**config.mk**
```make
export PLATFORM = sky130hd
export DESIGN_NAME = core
export DESIGN_NICKNAME = d
export VERILOG_FILES = /design/src/verilog/core_pkg.sv /design/src/verilog/alu.sv /design/src/verilog/core.sv /design/src/verilog/decoder.sv /design/src/verilog/exec_stage.sv /design/src/verilog/fetch_ctrl.sv /design/src/verilog/reg_file.sv /design/src/verilog/stable_timer.sv
export SDC_FILE = /design/constraint.sdc
export NUM_CORES = 2
export LEC_CHECK = 0
export BUFFER_PORTS_ARGS = -buffer_cell sky130_fd_sc_hd__buf_2
export CAP_MARGIN = 10
export CORE_AREA = 2 2 376 378
export DETAILED_ROUTE_END_ITERATION = 8
export DIE_AREA = 0 0 378 380
export SLEW_MARGIN = 0
export SYNTH_ARGS = -nofsm -noshare
export SYNTH_HDL_FRONTEND = slang
export SYNTH_SLANG_ARGS = --single-unit
```
**constraint.sdc**
```tcl
create_clock -name clk -period 6.2 [get_ports clk]
set_clock_uncertainty 0.1 [all_clocks]
set_input_delay 1.24 -clock clk [delete_from_list [all_inputs] [get_ports clk]]
set_output_delay 1.24 -clock clk [all_outputs]
set_load 0.02 [all_outputs]
```
**src/verilog/core_pkg.sv**
```systemverilog
`default_nettype none

package core_pkg;

    // ***********************************************************
    // basic widths
    // ***********************************************************

    typedef logic [31:0] word_t;
    typedef logic [4:0]  reg_addr_t;
    typedef logic [3:0]  alu_op_t;

    localparam word_t default_reset_pc = 32'h1c00_0000;

    // internal operation codes
    localparam alu_op_t op_add    = 4'd0;
    localparam alu_op_t op_sub    = 4'd1;
    localparam alu_op_t op_and    = 4'd2;
    localparam alu_op_t op_or     = 4'd3;
    localparam alu_op_t op_xor    = 4'd4;
    localparam alu_op_t op_slt    = 4'd5;
    localparam alu_op_t op_lui    = 4'd6;
    localparam alu_op_t op_cnt_lo = 4'd7;
    localparam alu_op_t op_cnt_hi = 4'd8;
    // bubble, also used for anything not decoded
    localparam alu_op_t op_nop    = 4'd15;

    // ***********************************************************
    // records passed between stages
    // ***********************************************************

    typedef struct packed {
        logic  valid;
        word_t pc;
        word_t inst;
    } fetch_t;

    typedef struct packed {
        word_t     pc;
        alu_op_t   op;
        reg_addr_t rd;
        reg_addr_t rj;
        reg_addr_t rk;
        word_t     imm;
        logic      use_imm;
        logic      we;
    } decoded_t;

    typedef struct packed {
        logic      valid;
        word_t     pc;
        logic      we;
        reg_addr_t rd;
        word_t     data;
    } wb_t;

endpackage

`default_nettype wire

```
**src/verilog/alu.sv**
```systemverilog
`default_nettype none

module alu (
    input  core_pkg::alu_op_t op,
    input  core_pkg::word_t   a,
    input  core_pkg::word_t   b,
    output core_pkg::word_t   y
);
    import core_pkg::*;

    always_comb begin
        case (op)
            op_add: begin
                y = a + b;
            end
            op_sub: begin
                y = a - b;
            end
            op_and: begin
                y = a & b;
            end
            op_or: begin
                y = a | b;
            end
            op_xor: begin
                y = a ^ b;
            end
            op_slt: begin
                y = {31'd0, $signed(a) < $signed(b)};
            end
            // immediate already shifted by the decoder
            op_lui: begin
                y = b;
            end
            default: begin
                y = '0;
            end
        endcase
    end

endmodule

`default_nettype wire

```
**src/verilog/core.sv**
```systemverilog
`default_nettype none

module core #(
    parameter core_pkg::word_t reset_pc = core_pkg::default_reset_pc
) (
    input  logic                clk,
    input  logic                rst_n,
    input  core_pkg::word_t     inst_rdata,
    input  logic                inst_hit,
    output logic                inst_re,
    output core_pkg::word_t     inst_addr,
    output core_pkg::word_t     debug_wb_pc,
    output logic [3:0]          debug_wb_rf_we,
    output core_pkg::reg_addr_t debug_wb_rf_wnum,
    output core_pkg::word_t     debug_wb_rf_wdata
);
    import core_pkg::*;

    fetch_t   fetch;
    decoded_t dec;
    word_t    rj_data;
    word_t    rk_data;
    word_t    timer_half;
    logic     timer_sel_hi;
    wb_t      wb;

    fetch_ctrl #(
        .reset_pc (reset_pc)
    ) u_fetch_ctrl (
        .clk        (clk),
        .rst_n      (rst_n),
        .inst_rdata (inst_rdata),
        .inst_hit   (inst_hit),
        .inst_re    (inst_re),
        .inst_addr  (inst_addr),
        .fetch      (fetch)
    );

    decoder u_decoder (
        .fetch (fetch),
        .dec   (dec)
    );

    reg_file u_reg_file (
        .clk     (clk),
        .rst_n   (rst_n),
        .rj_addr (dec.rj),
        .rk_addr (dec.rk),
        .wb      (wb),
        .rj_data (rj_data),
        .rk_data (rk_data)
    );

    exec_stage u_exec_stage (
        .clk          (clk),
        .rst_n        (rst_n),
        .dec          (dec),
        .rj_data      (rj_data),
        .rk_data      (rk_data),
        .timer_half   (timer_half),
        .timer_sel_hi (timer_sel_hi),
        .wb           (wb)
    );

    stable_timer u_stable_timer (
        .clk    (clk),
        .rst_n  (rst_n),
        .sel_hi (timer_sel_hi),
        .half   (timer_half)
    );

    // debug trace from the write-back record
    assign debug_wb_pc       = wb.pc;
    assign debug_wb_rf_we    = {4{wb.valid && wb.we}};
    assign debug_wb_rf_wnum  = wb.rd;
    assign debug_wb_rf_wdata = wb.data;

endmodule

`default_nettype wire

```
**src/verilog/decoder.sv**
```systemverilog
`default_nettype none

module decoder (
    input  core_pkg::fetch_t   fetch,
    output core_pkg::decoded_t dec
);
    import core_pkg::*;

    word_t   inst;
    alu_op_t op;
    logic    known;
    logic    use_imm;
    word_t   imm;

    assign inst = fetch.inst;

    // ***********************************************************
    // opcode match
    // ***********************************************************

    always_comb begin
        op      = op_nop;
        known   = 1'b1;
        use_imm = 1'b0;
        imm     = '0;
        if (inst[31:15] == 17'h00020) begin
            op = op_add;
        end else if (inst[31:15] == 17'h00022) begin
            op = op_sub;
        end else if (inst[31:15] == 17'h00024) begin
            op = op_slt;
        end else if (inst[31:15] == 17'h00029) begin
            op = op_and;
        end else if (inst[31:15] == 17'h0002a) begin
            op = op_or;
        end else if (inst[31:15] == 17'h0002b) begin
            op = op_xor;
        end else if (inst[31:22] == 10'h00a) begin
            // addi.w, si12
            op      = op_add;
            use_imm = 1'b1;
            imm     = {{20{inst[21]}}, inst[21:10]};
        end else if (inst[31:22] == 10'h00e) begin
            // ori, ui12
            op      = op_or;
            use_imm = 1'b1;
            imm     = {20'd0, inst[21:10]};
        end else if (inst[31:25] == 7'h0a) begin
            // lu12i.w
            op      = op_lui;
            use_imm = 1'b1;
            imm     = {inst[24:5], 12'd0};
        end else if (inst[31:10] == 22'h000018 && inst[9:5] == 5'd0) begin
            op = op_cnt_lo;
        end else if (inst[31:10] == 22'h000019 && inst[9:5] == 5'd0) begin
            op = op_cnt_hi;
        end else begin
            known = 1'b0;
        end
    end

    // ***********************************************************
    // decoded record
    // ***********************************************************

    always_comb begin
        dec.pc      = fetch.pc;
        dec.op      = fetch.valid ? op : op_nop;
        dec.rd      = inst[4:0];
        dec.rj      = inst[9:5];
        dec.rk      = inst[14:10];
        dec.imm     = imm;
        dec.use_imm = use_imm;
        // r0 writes still flow down, just without a write
        dec.we      = fetch.valid && known && (inst[4:0] != 5'd0);
    end

endmodule

`default_nettype wire

```
**src/verilog/exec_stage.sv**
```systemverilog
`default_nettype none

module exec_stage (
    input  logic               clk,
    input  logic               rst_n,
    input  core_pkg::decoded_t dec,
    input  core_pkg::word_t    rj_data,
    input  core_pkg::word_t    rk_data,
    input  core_pkg::word_t    timer_half,
    output logic               timer_sel_hi,
    output core_pkg::wb_t      wb
);
    import core_pkg::*;

    decoded_t ex_dec;
    word_t    ex_rj;
    word_t    ex_rk;
    logic     ex_valid;
    logic     ex_fwd_ok;
    logic     wb_fwd_ok;
    word_t    fwd_rj;
    word_t    fwd_rk;
    word_t    alu_b;
    word_t    alu_y;
    word_t    ex_result;
    logic     is_cnt;

    // ***********************************************************
    // operand forwarding into the decode/execute register
    // ***********************************************************

    assign ex_fwd_ok = ex_valid && ex_dec.we;
    assign wb_fwd_ok = wb.valid && wb.we;

    // newest producer wins
    assign fwd_rj = (ex_fwd_ok && ex_dec.rd == dec.rj) ? ex_result :
                    (wb_fwd_ok && wb.rd == dec.rj)     ? wb.data   : rj_data;
    assign fwd_rk = (ex_fwd_ok && ex_dec.rd == dec.rk) ? ex_result :
                    (wb_fwd_ok && wb.rd == dec.rk)     ? wb.data   : rk_data;

    always_ff @(posedge clk) begin
        if (!rst_n) begin
            ex_dec.op <= op_nop;
            ex_dec.we <= 1'b0;
        end else begin
            ex_dec <= dec;
        end
    end

    always_ff @(posedge clk) begin
        ex_rj <= fwd_rj;
        ex_rk <= fwd_rk;
    end

    // ***********************************************************
    // execute
    // ***********************************************************

    assign ex_valid     = (ex_dec.op != op_nop);
    assign alu_b        = ex_dec.use_imm ? ex_dec.imm : ex_rk;
    assign is_cnt       = (ex_dec.op == op_cnt_lo) || (ex_dec.op == op_cnt_hi);
    assign timer_sel_hi = (ex_dec.op == op_cnt_hi);

    alu u_alu (
        .op (ex_dec.op),
        .a  (ex_rj),
        .b  (alu_b),
        .y  (alu_y)
    );

    // counter reads take the timer half seen this cycle
    assign ex_result = is_cnt ? timer_half : alu_y;

    // execute/write-back register
    always_ff @(posedge clk) begin
        if (!rst_n) begin
            wb.valid <= 1'b0;
            wb.we    <= 1'b0;
        end else begin
            wb.valid <= ex_valid;
            wb.we    <= ex_dec.we;
            wb.pc    <= ex_dec.pc;
            wb.rd    <= ex_dec.rd;
            wb.data  <= ex_result;
        end
    end

endmodule

`default_nettype wire

```
**src/verilog/fetch_ctrl.sv**
```systemverilog
`default_nettype none

module fetch_ctrl #(
    parameter core_pkg::word_t reset_pc = core_pkg::default_reset_pc
) (
    input  logic             clk,
    input  logic             rst_n,
    input  core_pkg::word_t  inst_rdata,
    input  logic             inst_hit,
    output logic             inst_re,
    output core_pkg::word_t  inst_addr,
    output core_pkg::fetch_t fetch
);
    import core_pkg::*;

    typedef enum logic [1:0] {
        st_idle,
        st_run,
        st_replay
    } fetch_state_t;

    fetch_state_t state;
    word_t        next_pc;
    word_t        resp_pc;
    logic         resp_pend;
    logic         resp_miss;

    // response of last cycle's request came back without hit
    assign resp_miss = resp_pend && !inst_hit;

    // ***********************************************************
    // fetch FSM
    // ***********************************************************

    always_ff @(posedge clk) begin
        if (!rst_n) begin
            state     <= st_idle;
            inst_re   <= 1'b0;
            resp_pend <= 1'b0;
        end else begin
            resp_pend <= inst_re;
            case (state)
                st_idle: begin
                    state   <= st_run;
                    inst_re <= 1'b1;
                end
                st_run: begin
                    if (resp_miss) begin
                        state <= st_replay;
                    end
                end
                // the A+4 response is dropped here, resume streaming
                st_replay: begin
                    state <= st_run;
                end
                default: begin
                    state <= st_idle;
                end
            endcase
        end
    end

    // address path, two requests in flight
    always_ff @(posedge clk) begin
        resp_pc <= inst_addr;
        if (!rst_n) begin
            inst_addr <= reset_pc;
            next_pc   <= reset_pc;
        end else if (state == st_run && resp_miss) begin
            inst_addr <= resp_pc;
            next_pc   <= resp_pc + 32'd4;
        end else begin
            inst_addr <= next_pc;
            next_pc   <= next_pc + 32'd4;
        end
    end

    assign fetch = '{
        valid: (state == st_run) && resp_pend && inst_hit,
        pc:    resp_pc,
        inst:  inst_rdata
    };

endmodule

`default_nettype wire

```
**src/verilog/reg_file.sv**
```systemverilog
`default_nettype none

module reg_file (
    input  logic                clk,
    input  logic                rst_n,
    input  core_pkg::reg_addr_t rj_addr,
    input  core_pkg::reg_addr_t rk_addr,
    input  core_pkg::wb_t       wb,
    output core_pkg::word_t     rj_data,
    output core_pkg::word_t     rk_data
);
    import core_pkg::*;

    // r0 has no storage
    word_t regs [1:31];
    logic  wr_req;

    assign wr_req = wb.valid && wb.we;

    always_ff @(posedge clk) begin
        if (rst_n && wr_req && wb.rd != 5'd0) begin
            regs[wb.rd] <= wb.data;
        end
    end

    // write-through for a same-cycle write
    always_comb begin
        if (rj_addr == 5'd0) begin
            rj_data = '0;
        end else if (wr_req && wb.rd == rj_addr) begin
            rj_data = wb.data;
        end else begin
            rj_data = regs[rj_addr];
        end
    end

    always_comb begin
        if (rk_addr == 5'd0) begin
            rk_data = '0;
        end else if (wr_req && wb.rd == rk_addr) begin
            rk_data = wb.data;
        end else begin
            rk_data = regs[rk_addr];
        end
    end

endmodule

`default_nettype wire

```
**src/verilog/stable_timer.sv**
```systemverilog
`default_nettype none

module stable_timer (
    input  logic            clk,
    input  logic            rst_n,
    input  logic            sel_hi,
    output core_pkg::word_t half
);

    logic [63:0] count;

    // free running, zero in the first cycle out of reset
    always_ff @(posedge clk) begin
        if (!rst_n) begin
            count <= '0;
        end else begin
            count <= count + 64'd1;
        end
    end

    assign half = sel_hi ? count[63:32] : count[31:0];

endmodule

`default_nettype wire
```
* Word-level counts from Yosys, hierarchy flattened
Memories as Yosys holds them, arrays and structs flattened.
Index checks and enable logic that the tools add are counted.
** Operators by class
- Divide/modulo/power cells :: 0
- Shift-type cells :: 0
- Mux-type cells :: 44
- Reduce and logical (&&, ||, !) cells :: 27
- Magnitude comparators :: 1
- Equality and inequality tests :: 27
- Multipliers :: 0
- Bitwise logic cells :: 3
- Add/sub/neg operators :: 5
** Operators with widths (number)
- 32-bit 2-to-1 mux :: 14
- 32-bit case mux with 7 select lines :: 1
- 17-bit by 6-bit equality test with 1-bit output, second input constant :: 6
- 32-bit by 3-bit adder with 32-bit output, second input constant :: 2
- 64-bit by 1-bit adder with 64-bit output, second input constant :: 1
- 22-bit by 5-bit equality test with 1-bit output, second input constant :: 2
- 4-bit 2-to-1 mux :: 10
- 32-bit adder :: 1
- 32-bit bitwise AND :: 1
- 32-bit < comparator :: 1
- 32-bit bitwise OR :: 1
- 32-bit subtractor :: 1
- 32-bit XOR :: 1
- 10-bit by 4-bit equality test with 1-bit output, second input constant :: 2
- 5-bit equality test :: 4
- 4-bit by 3-bit equality test with 1-bit output, second input constant :: 4
- 1-bit logical AND :: 16
- 1-bit 2-to-1 mux :: 16
- 5-bit zero test :: 2
- 5-bit nonzero test :: 2
- 4-bit by 2-bit equality test with 1-bit output, second input constant :: 2
- 7-bit by 4-bit equality test with 1-bit output, second input constant :: 1
- 6-bit OR reduction :: 1
- 4-bit by 1-bit equality test with 1-bit output, second input constant :: 1
- 14 further kinds :: 14
** Storage, ports and cells
- Memory bits (writable) :: 992
- Bits of input ports :: 35
- Bits in latches :: 0
- ROM bits :: 0
- Word-level logic and storage cells :: 128
- Memories kept :: 1
- Output and inout bits :: 106
- Register bits after elaboration :: 374
** Memory list
- u_reg_file.regs :: words 31, bits a word 32, rd ports 2, clocked after Yosys merged registers in 0, wr ports 1, RTL line reg_file.sv:15 : word_t regs [1:31];

* Longest topological paths before layout
- Word-level depth :: 15
- Mapped depth :: 16
- Depth with buffers taken out :: 13

* Cells and area by module
A second synthesis with hierarchy kept.
** Unflattened totals
- Cell total of the unflattened synthesis :: 4871
- Area total of the unflattened synthesis :: 68553.2 um2
** Modules (own cells, without submodules)
- reg_file :: cells each 2571, area each 46822.4 um2, instances 1
- exec_stage :: cells each 536, area each 8259.2 um2, instances 1
- alu :: cells each 801, area each 5187.5 um2, instances 1
- fetch_ctrl :: cells each 403, area each 3920.0 um2, instances 1
- stable_timer :: cells each 393, area each 3314.4 um2, instances 1
- decoder :: cells each 163, area each 1021.0 um2, instances 1
- core :: cells each 4, area each 28.8 um2, instances 1

* Worst setup path after synthesis
Ideal clock, no wire load.
- Kind :: register to register
- Start :: reg u_exec_stage.ex_dec[1] (netlist bit)
- End :: reg u_exec_stage.wb[28] (netlist name)
- Stages on the path, launching flop included :: 17
- Arrival :: 4252 ps
- Period minus slack after synthesis :: 4612 ps
- Data required time :: 5840 ps
- Setup time :: 260 ps
- Slack :: 1588 ps
- Path through :: edfxtp_1 -> clkbuf_1 -> clkbuf_1 -> clkbuf_1 -> mux2i_1 -> inv_1 -> ha_1 -> fa_1 -> a211oi_1 -> o21ai_0 -> a221oi_1 -> or3_1 -> a2111oi_0 -> nor4_1 -> nor2_1 -> a211oi_2 -> inv_1
** On the way
- Word-level cells in the longest chain between the ends :: 4
- Elaborated cells on any way between the ends :: 8
- Those cells by class :: add/sub (2); mux (3); bitwise (3)
** RTL lines
- from (decl) :: RTL line exec_stage.sv:15 : decoded_t ex_dec;
- 32-bit 2-to-1 mux (*) :: RTL line exec_stage.sv:60 : assign alu_b = ex_dec.use_imm ? ex_dec.imm : ex_rk;
- 32-bit subtractor (tied with other cells) :: RTL line alu.sv:17 : y = a - b;
- 32-bit case mux with 7 select lines (*) :: RTL line alu.sv:12 : case (op)
- 32-bit 2-to-1 mux (*) :: RTL line exec_stage.sv:72 : assign ex_result = is_cnt ? timer_half : alu_y;
- via u_exec_stage.ex_result[28] :: RTL line exec_stage.sv:25 : word_t ex_result;
Mark *: on every way through the listed nets, which the timed path passes. The rest lies on a longest branch.
A chain may end at the register's enable or synchronous reset.

* Worst setup path after layout
- Start :: reg u_exec_stage.ex_dec[1] (netlist bit)
- End :: reg u_exec_stage.ex_rj[0]
** On the way
- Word-level cells in the longest chain between the ends :: 5
- Elaborated cells on any way between the ends :: 10
- Those cells by class :: add/sub (2); order compare (1); mux (4); bitwise (3)
** RTL lines
- 32-bit 2-to-1 mux (*) :: RTL line exec_stage.sv:60
- 32-bit subtractor (tied with other cells) :: RTL line alu.sv:17
- 32-bit case mux with 7 select lines (*) :: RTL line alu.sv:12
- 32-bit 2-to-1 mux (*) :: RTL line exec_stage.sv:72
- 32-bit 2-to-1 mux (*) :: RTL line exec_stage.sv:36 : assign fwd_rj = (ex_fwd_ok && ex_dec.rd == dec.rj) ? ex_result :
- via u_exec_stage.fwd_rj[0] :: RTL line exec_stage.sv:21 : word_t fwd_rj;
- to (signal assigned) :: RTL line exec_stage.sv:51 : ex_rj <= fwd_rj;
- to (decl) :: RTL line exec_stage.sv:16 : word_t ex_rj;
Marks and branches as above.

==> impl_metrics.py <==
metrics = {
    "run_status": {
        "status": "finished, final reports clean",
    },
    "sta": {
        "fin_crit_ns": 5.25,
        "worstMarginPinSlew_ns": 1.26,
        "finalCritPeriodShare_pct": 84.6,
        "worst_slack_ns": 0.954,
        "fmax_mhz": 191,
        "slew_viol_final": 0,
        "tns_ns": 0,
        "max-slew-margin-rel_pct": 16.1,
        "rsz0062_at_grt": "no",
        "finalSetupViolCount": 0,
        "hold_viol": 0,
    },
    "clock_network": {
        "cts-buffers-inserted": 148,
        "cts.path.max_buffers": 3,
        "ctsHoldBuffers": 0,
        "cts_tree": "done",
        "cts_sinks": 1366,
        "clk_pin_slew_worst_paths_ns": 0.06,
        "h-tree-depth": 4,
        "ctsResizeCount": 0,
        "clockRootBuffer": "clkbuf_16",
        "clk_latency_ns": 0.78,
        "cts_setup_buffers": 0,
    },
    "layout": {
        "syn_to_final_growth_pct": 11.7,
        "n_fill_cell": 11200,
        "final-seq-area_sq_um": 38700,
        "multi_input_area_sq_um": 26000,
        "drive_gt1_share_pct": 25.6,
        "final_nets": 4581,
    },
    "power": {
        "ir_drop_v": 0.000282,
        "power.leakage_uw": 0.0256,
        "combinationalPowerShare_pct": 12.2,
        "sw_frac_of_total_pct": 25.8,
        "power.total_uw": 21900,
        "intPower_uw": 16200,
        "pwr-share-seq_pct": 47.8,
        "p_clk_share_pct": 40.0,
        "power_switching_uw": 5660,
        "power_density_nw_per_um2": 294,
    },
    "global_routing": {
        "antenna_found_initial": 7,
        "grt_pass1_vias": 40500,
        "overflow": 0,
        "grt_pass1_wl_mm": 292,
        "grt.total_usage_pct": 28.3,
        "grt_max_degree": 199,
    },
    "hold_path": {
        "whs_endpoint": "u_fetch_ctrl.resp_pc[8]",
        "min_path_cells": 0,
        "hold_path_class": "reg2reg",
        "hp-start": "u_fetch_ctrl.inst_addr[8]",
    },
    "drt": {
        "avgViaCountPerCell": 6.50,
        "dr.pass1.iters": 8,
        "wl_per_cell_um": 31.7,
        "vias": 41800,
        "drt_wl_total_mm": 204,
        "first_iter_violations": 5292,
        "drc": 0,
        "ant_nets": 0,
    },
    "placed_design": {
        "dp_hpwl_mm": 127,
        "io_buffers": 140,
        "place_congestion": 0.957,
        "place_ws_ns": 1.13,
    },
    "setup_path": {
        "cp_cell_sequence": "mux2i_1, ha_1, inv_1, a2111oi_0, a2111oi_0, buf_4, nor3_1, o221ai_1, and3_1, a221oi_1, nor4_2, a21oi_1",
        "timing.rr.start": "u_exec_stage.ex_dec[1]",
        "r2r-end": "u_exec_stage.ex_rj[0]",
        "path_buf_inv": 2,
        "cp.depth": 12,
        "arrival_ns": 5.85,
        "crit_family": "compound AO/OA/AOI/OAI gates",
        "reg2regPathDepth": 12,
        "start_kind": "register",
        "slowest_delay_ns": 0.98,
        "cp-end-kind": "register",
        "cp_common_cell": "a2111oi_0",
        "slowest_stage": "edfxtp_1",
        "critical_path_class": "reg2reg",
        "regToRegSetupSlack_ns": 0.95,
        "worstPathMaxFanout": 15,
        "crit_required_ns": 6.80,
    },
    "logic_synthesis": {
        "synthTopCellsByCount": "edfxtp_1 (1131), mux4_2 (534), nor2_1 (255), dfxtp_1 (235), a21oi_1 (227)",
        "syn_area_per_cell_sq_um": 15.3,
        "synth_top_area_cell": "edfxtp_1",
        "synth_warnings": 0,
        "synth-seq-cells": 1366,
        "synthArstFlopShare_pct": 0,
        "seq_area_frac_synth_pct": 58.1,
        "synth.area.top_cells": "edfxtp_1 (51%), mux4_2 (18%), dfxtp_1 (7.1%)",
        "syn_nets": 4516,
        "yosysMostFrequentCell": "edfxtp_1",
        "ys.flop_type": "edfxtp_1",
        "synth-edff-count": 1131,
        "synthDistinctLibCells": 95,
        "syn_inst": 4361,
        "synth_top_area_share_pct": 51.0,
        "netlist_area_sq_um": 66600,
    },
    "floorplan": {
        "rows": 137,
        "fp.dieW_um": 378,
        "start_util_pct": 47.8,
        "io_pins": 141,
        "die_h_um": 380,
        "die_area_sq_um": 144000,
        "core_region_area_sq_um": 139000,
    },
    "flow_run": {
        "cap_viol_max_count": 0,
    },
}
[state kept, by name, summed over array words and instances (netlist names)]
register,cells
u_stable_timer.count,64
u_exec_stage.wb,71
u_exec_stage.ex_dec,75
u_fetch_ctrl.state,2
u_fetch_ctrl.inst_re,1
u_fetch_ctrl.resp_pend,1
u_fetch_ctrl.inst_addr,32
u_fetch_ctrl.next_pc,32
u_exec_stage.ex_rj,32
u_exec_stage.ex_rk,32
u_fetch_ctrl.resp_pc,32
u_reg_file.regs,992
[per-layer routing]
layer / vias up / share of wire, % / track usage [%]
met5: - / 0 / 0
li1: 17500 / - / -
met4: 0 / 2.8 / 7.81
met2: 2119 / 46 / 43.7
met1: 21900 / 41 / 40.7
met3: 330 / 9.6 / 6.08
[cell type report]
cell class | count | share of cell area, %
Multi-Input combinational cell | 2506 | 35.0
Clock inverter | 76 | 0.976
Clock buffer | 199 | 5.51
Inverter | 126 | 0.636
Timing Repair Buffer | 278 | 2.71
Sequential cell | 1366 | 52.0
Antenna cell | 3 | 0.0101
Tap cell | 1876 | 3.16
[worst max-delay path by stage]
stage                            endpoint  slack [ns]              startpoint
floorplan             u_exec_stage.wb[28]        1.59  u_exec_stage.ex_dec[1]
global placement      u_exec_stage.wb[28]        1.19  u_exec_stage.ex_dec[1]
detailed placement    u_exec_stage.wb[28]        1.13  u_exec_stage.ex_dec[1]
CTS                 u_exec_stage.ex_rj[0]        1.12  u_exec_stage.ex_dec[1]
global route          u_exec_stage.wb[28]        0.76  u_exec_stage.ex_dec[1]
finish              u_exec_stage.ex_rj[0]        0.95  u_exec_stage.ex_dec[1]
[worst reg2reg max path, cell delays in order, from the launching register on]
cell,delay [ns]
edfxtp_1,0.98
mux2i_1,0.31
ha_1,0.49
inv_1,0.13
a2111oi_0,0.78
a2111oi_0,0.35
buf_4,0.24
nor3_1,0.40
o221ai_1,0.24
and3_1,0.27
a221oi_1,0.61
nor4_2,0.11
a21oi_1,0.17
[placed cells by master, fill, tap and decap left out, drive strengths merged, types with 28 or more instances in the layout]
master,Yosys,routed
ha,118,118
mux2,55,55
nand3,50,50
and3,33,33
mux4,534,534
clkinv,0,55
a21oi,229,229
xor2,28,28
nor3,30,30
nand2,152,152
inv,126,134
o21ai,91,91
a211oi,63,63
mux2i,183,183
nor2b,51,51
xnor2,75,75
edfxtp,1131,1131
a21o,37,37
dfxtp,235,235
buf,175,278
a22oi,34,34
clkbuf,188,199
nor2,255,255
a221oi,47,47
and2,104,104
[cell families (layout without fill, tap and decap cells)]
group / count (synthesis) / count (layout) / synth area share [%]
compound gates: 705 / 705 / 7.11
xor+xnor: 103 / 103 / 1.36
fa+ha+maj: 120 / 120 / 2.28
buf+inv: 489 / 679 / 3.27
flops: 1366 / 1366 / 58.1
mux: 772 / 772 / 21.8
other cells: 0 / 3 / 0
simple gates: 806 / 806 / 6.14
[power by group through the flow]
stage / clock network, uW / registers, uW / logic, uW
after floorplan: 0 / 10600 / 1700
after global placement: 0 / 10700 / 2590
after detailed placement: 0 / 10700 / 2600
after CTS: 8890 / 10500 / 2610
after global routing: 9240 / 10500 / 2840
final: 8750 / 10500 / 2660
[stage by stage]
step,hold slack (ns),instance area [sq um],std cells,utilization [%]
finish,0.247,74400,6430,53.4
global route,0.257,74300,6427,53.4
CTS,0.252,74300,6426,53.4
detailed placement,0.238,69500,6151,49.9
global placement,0.235,69500,6151,49.9
floorplan,0.300,66600,4361,-
No activity file was read; power rests on OpenSTA's default activity.
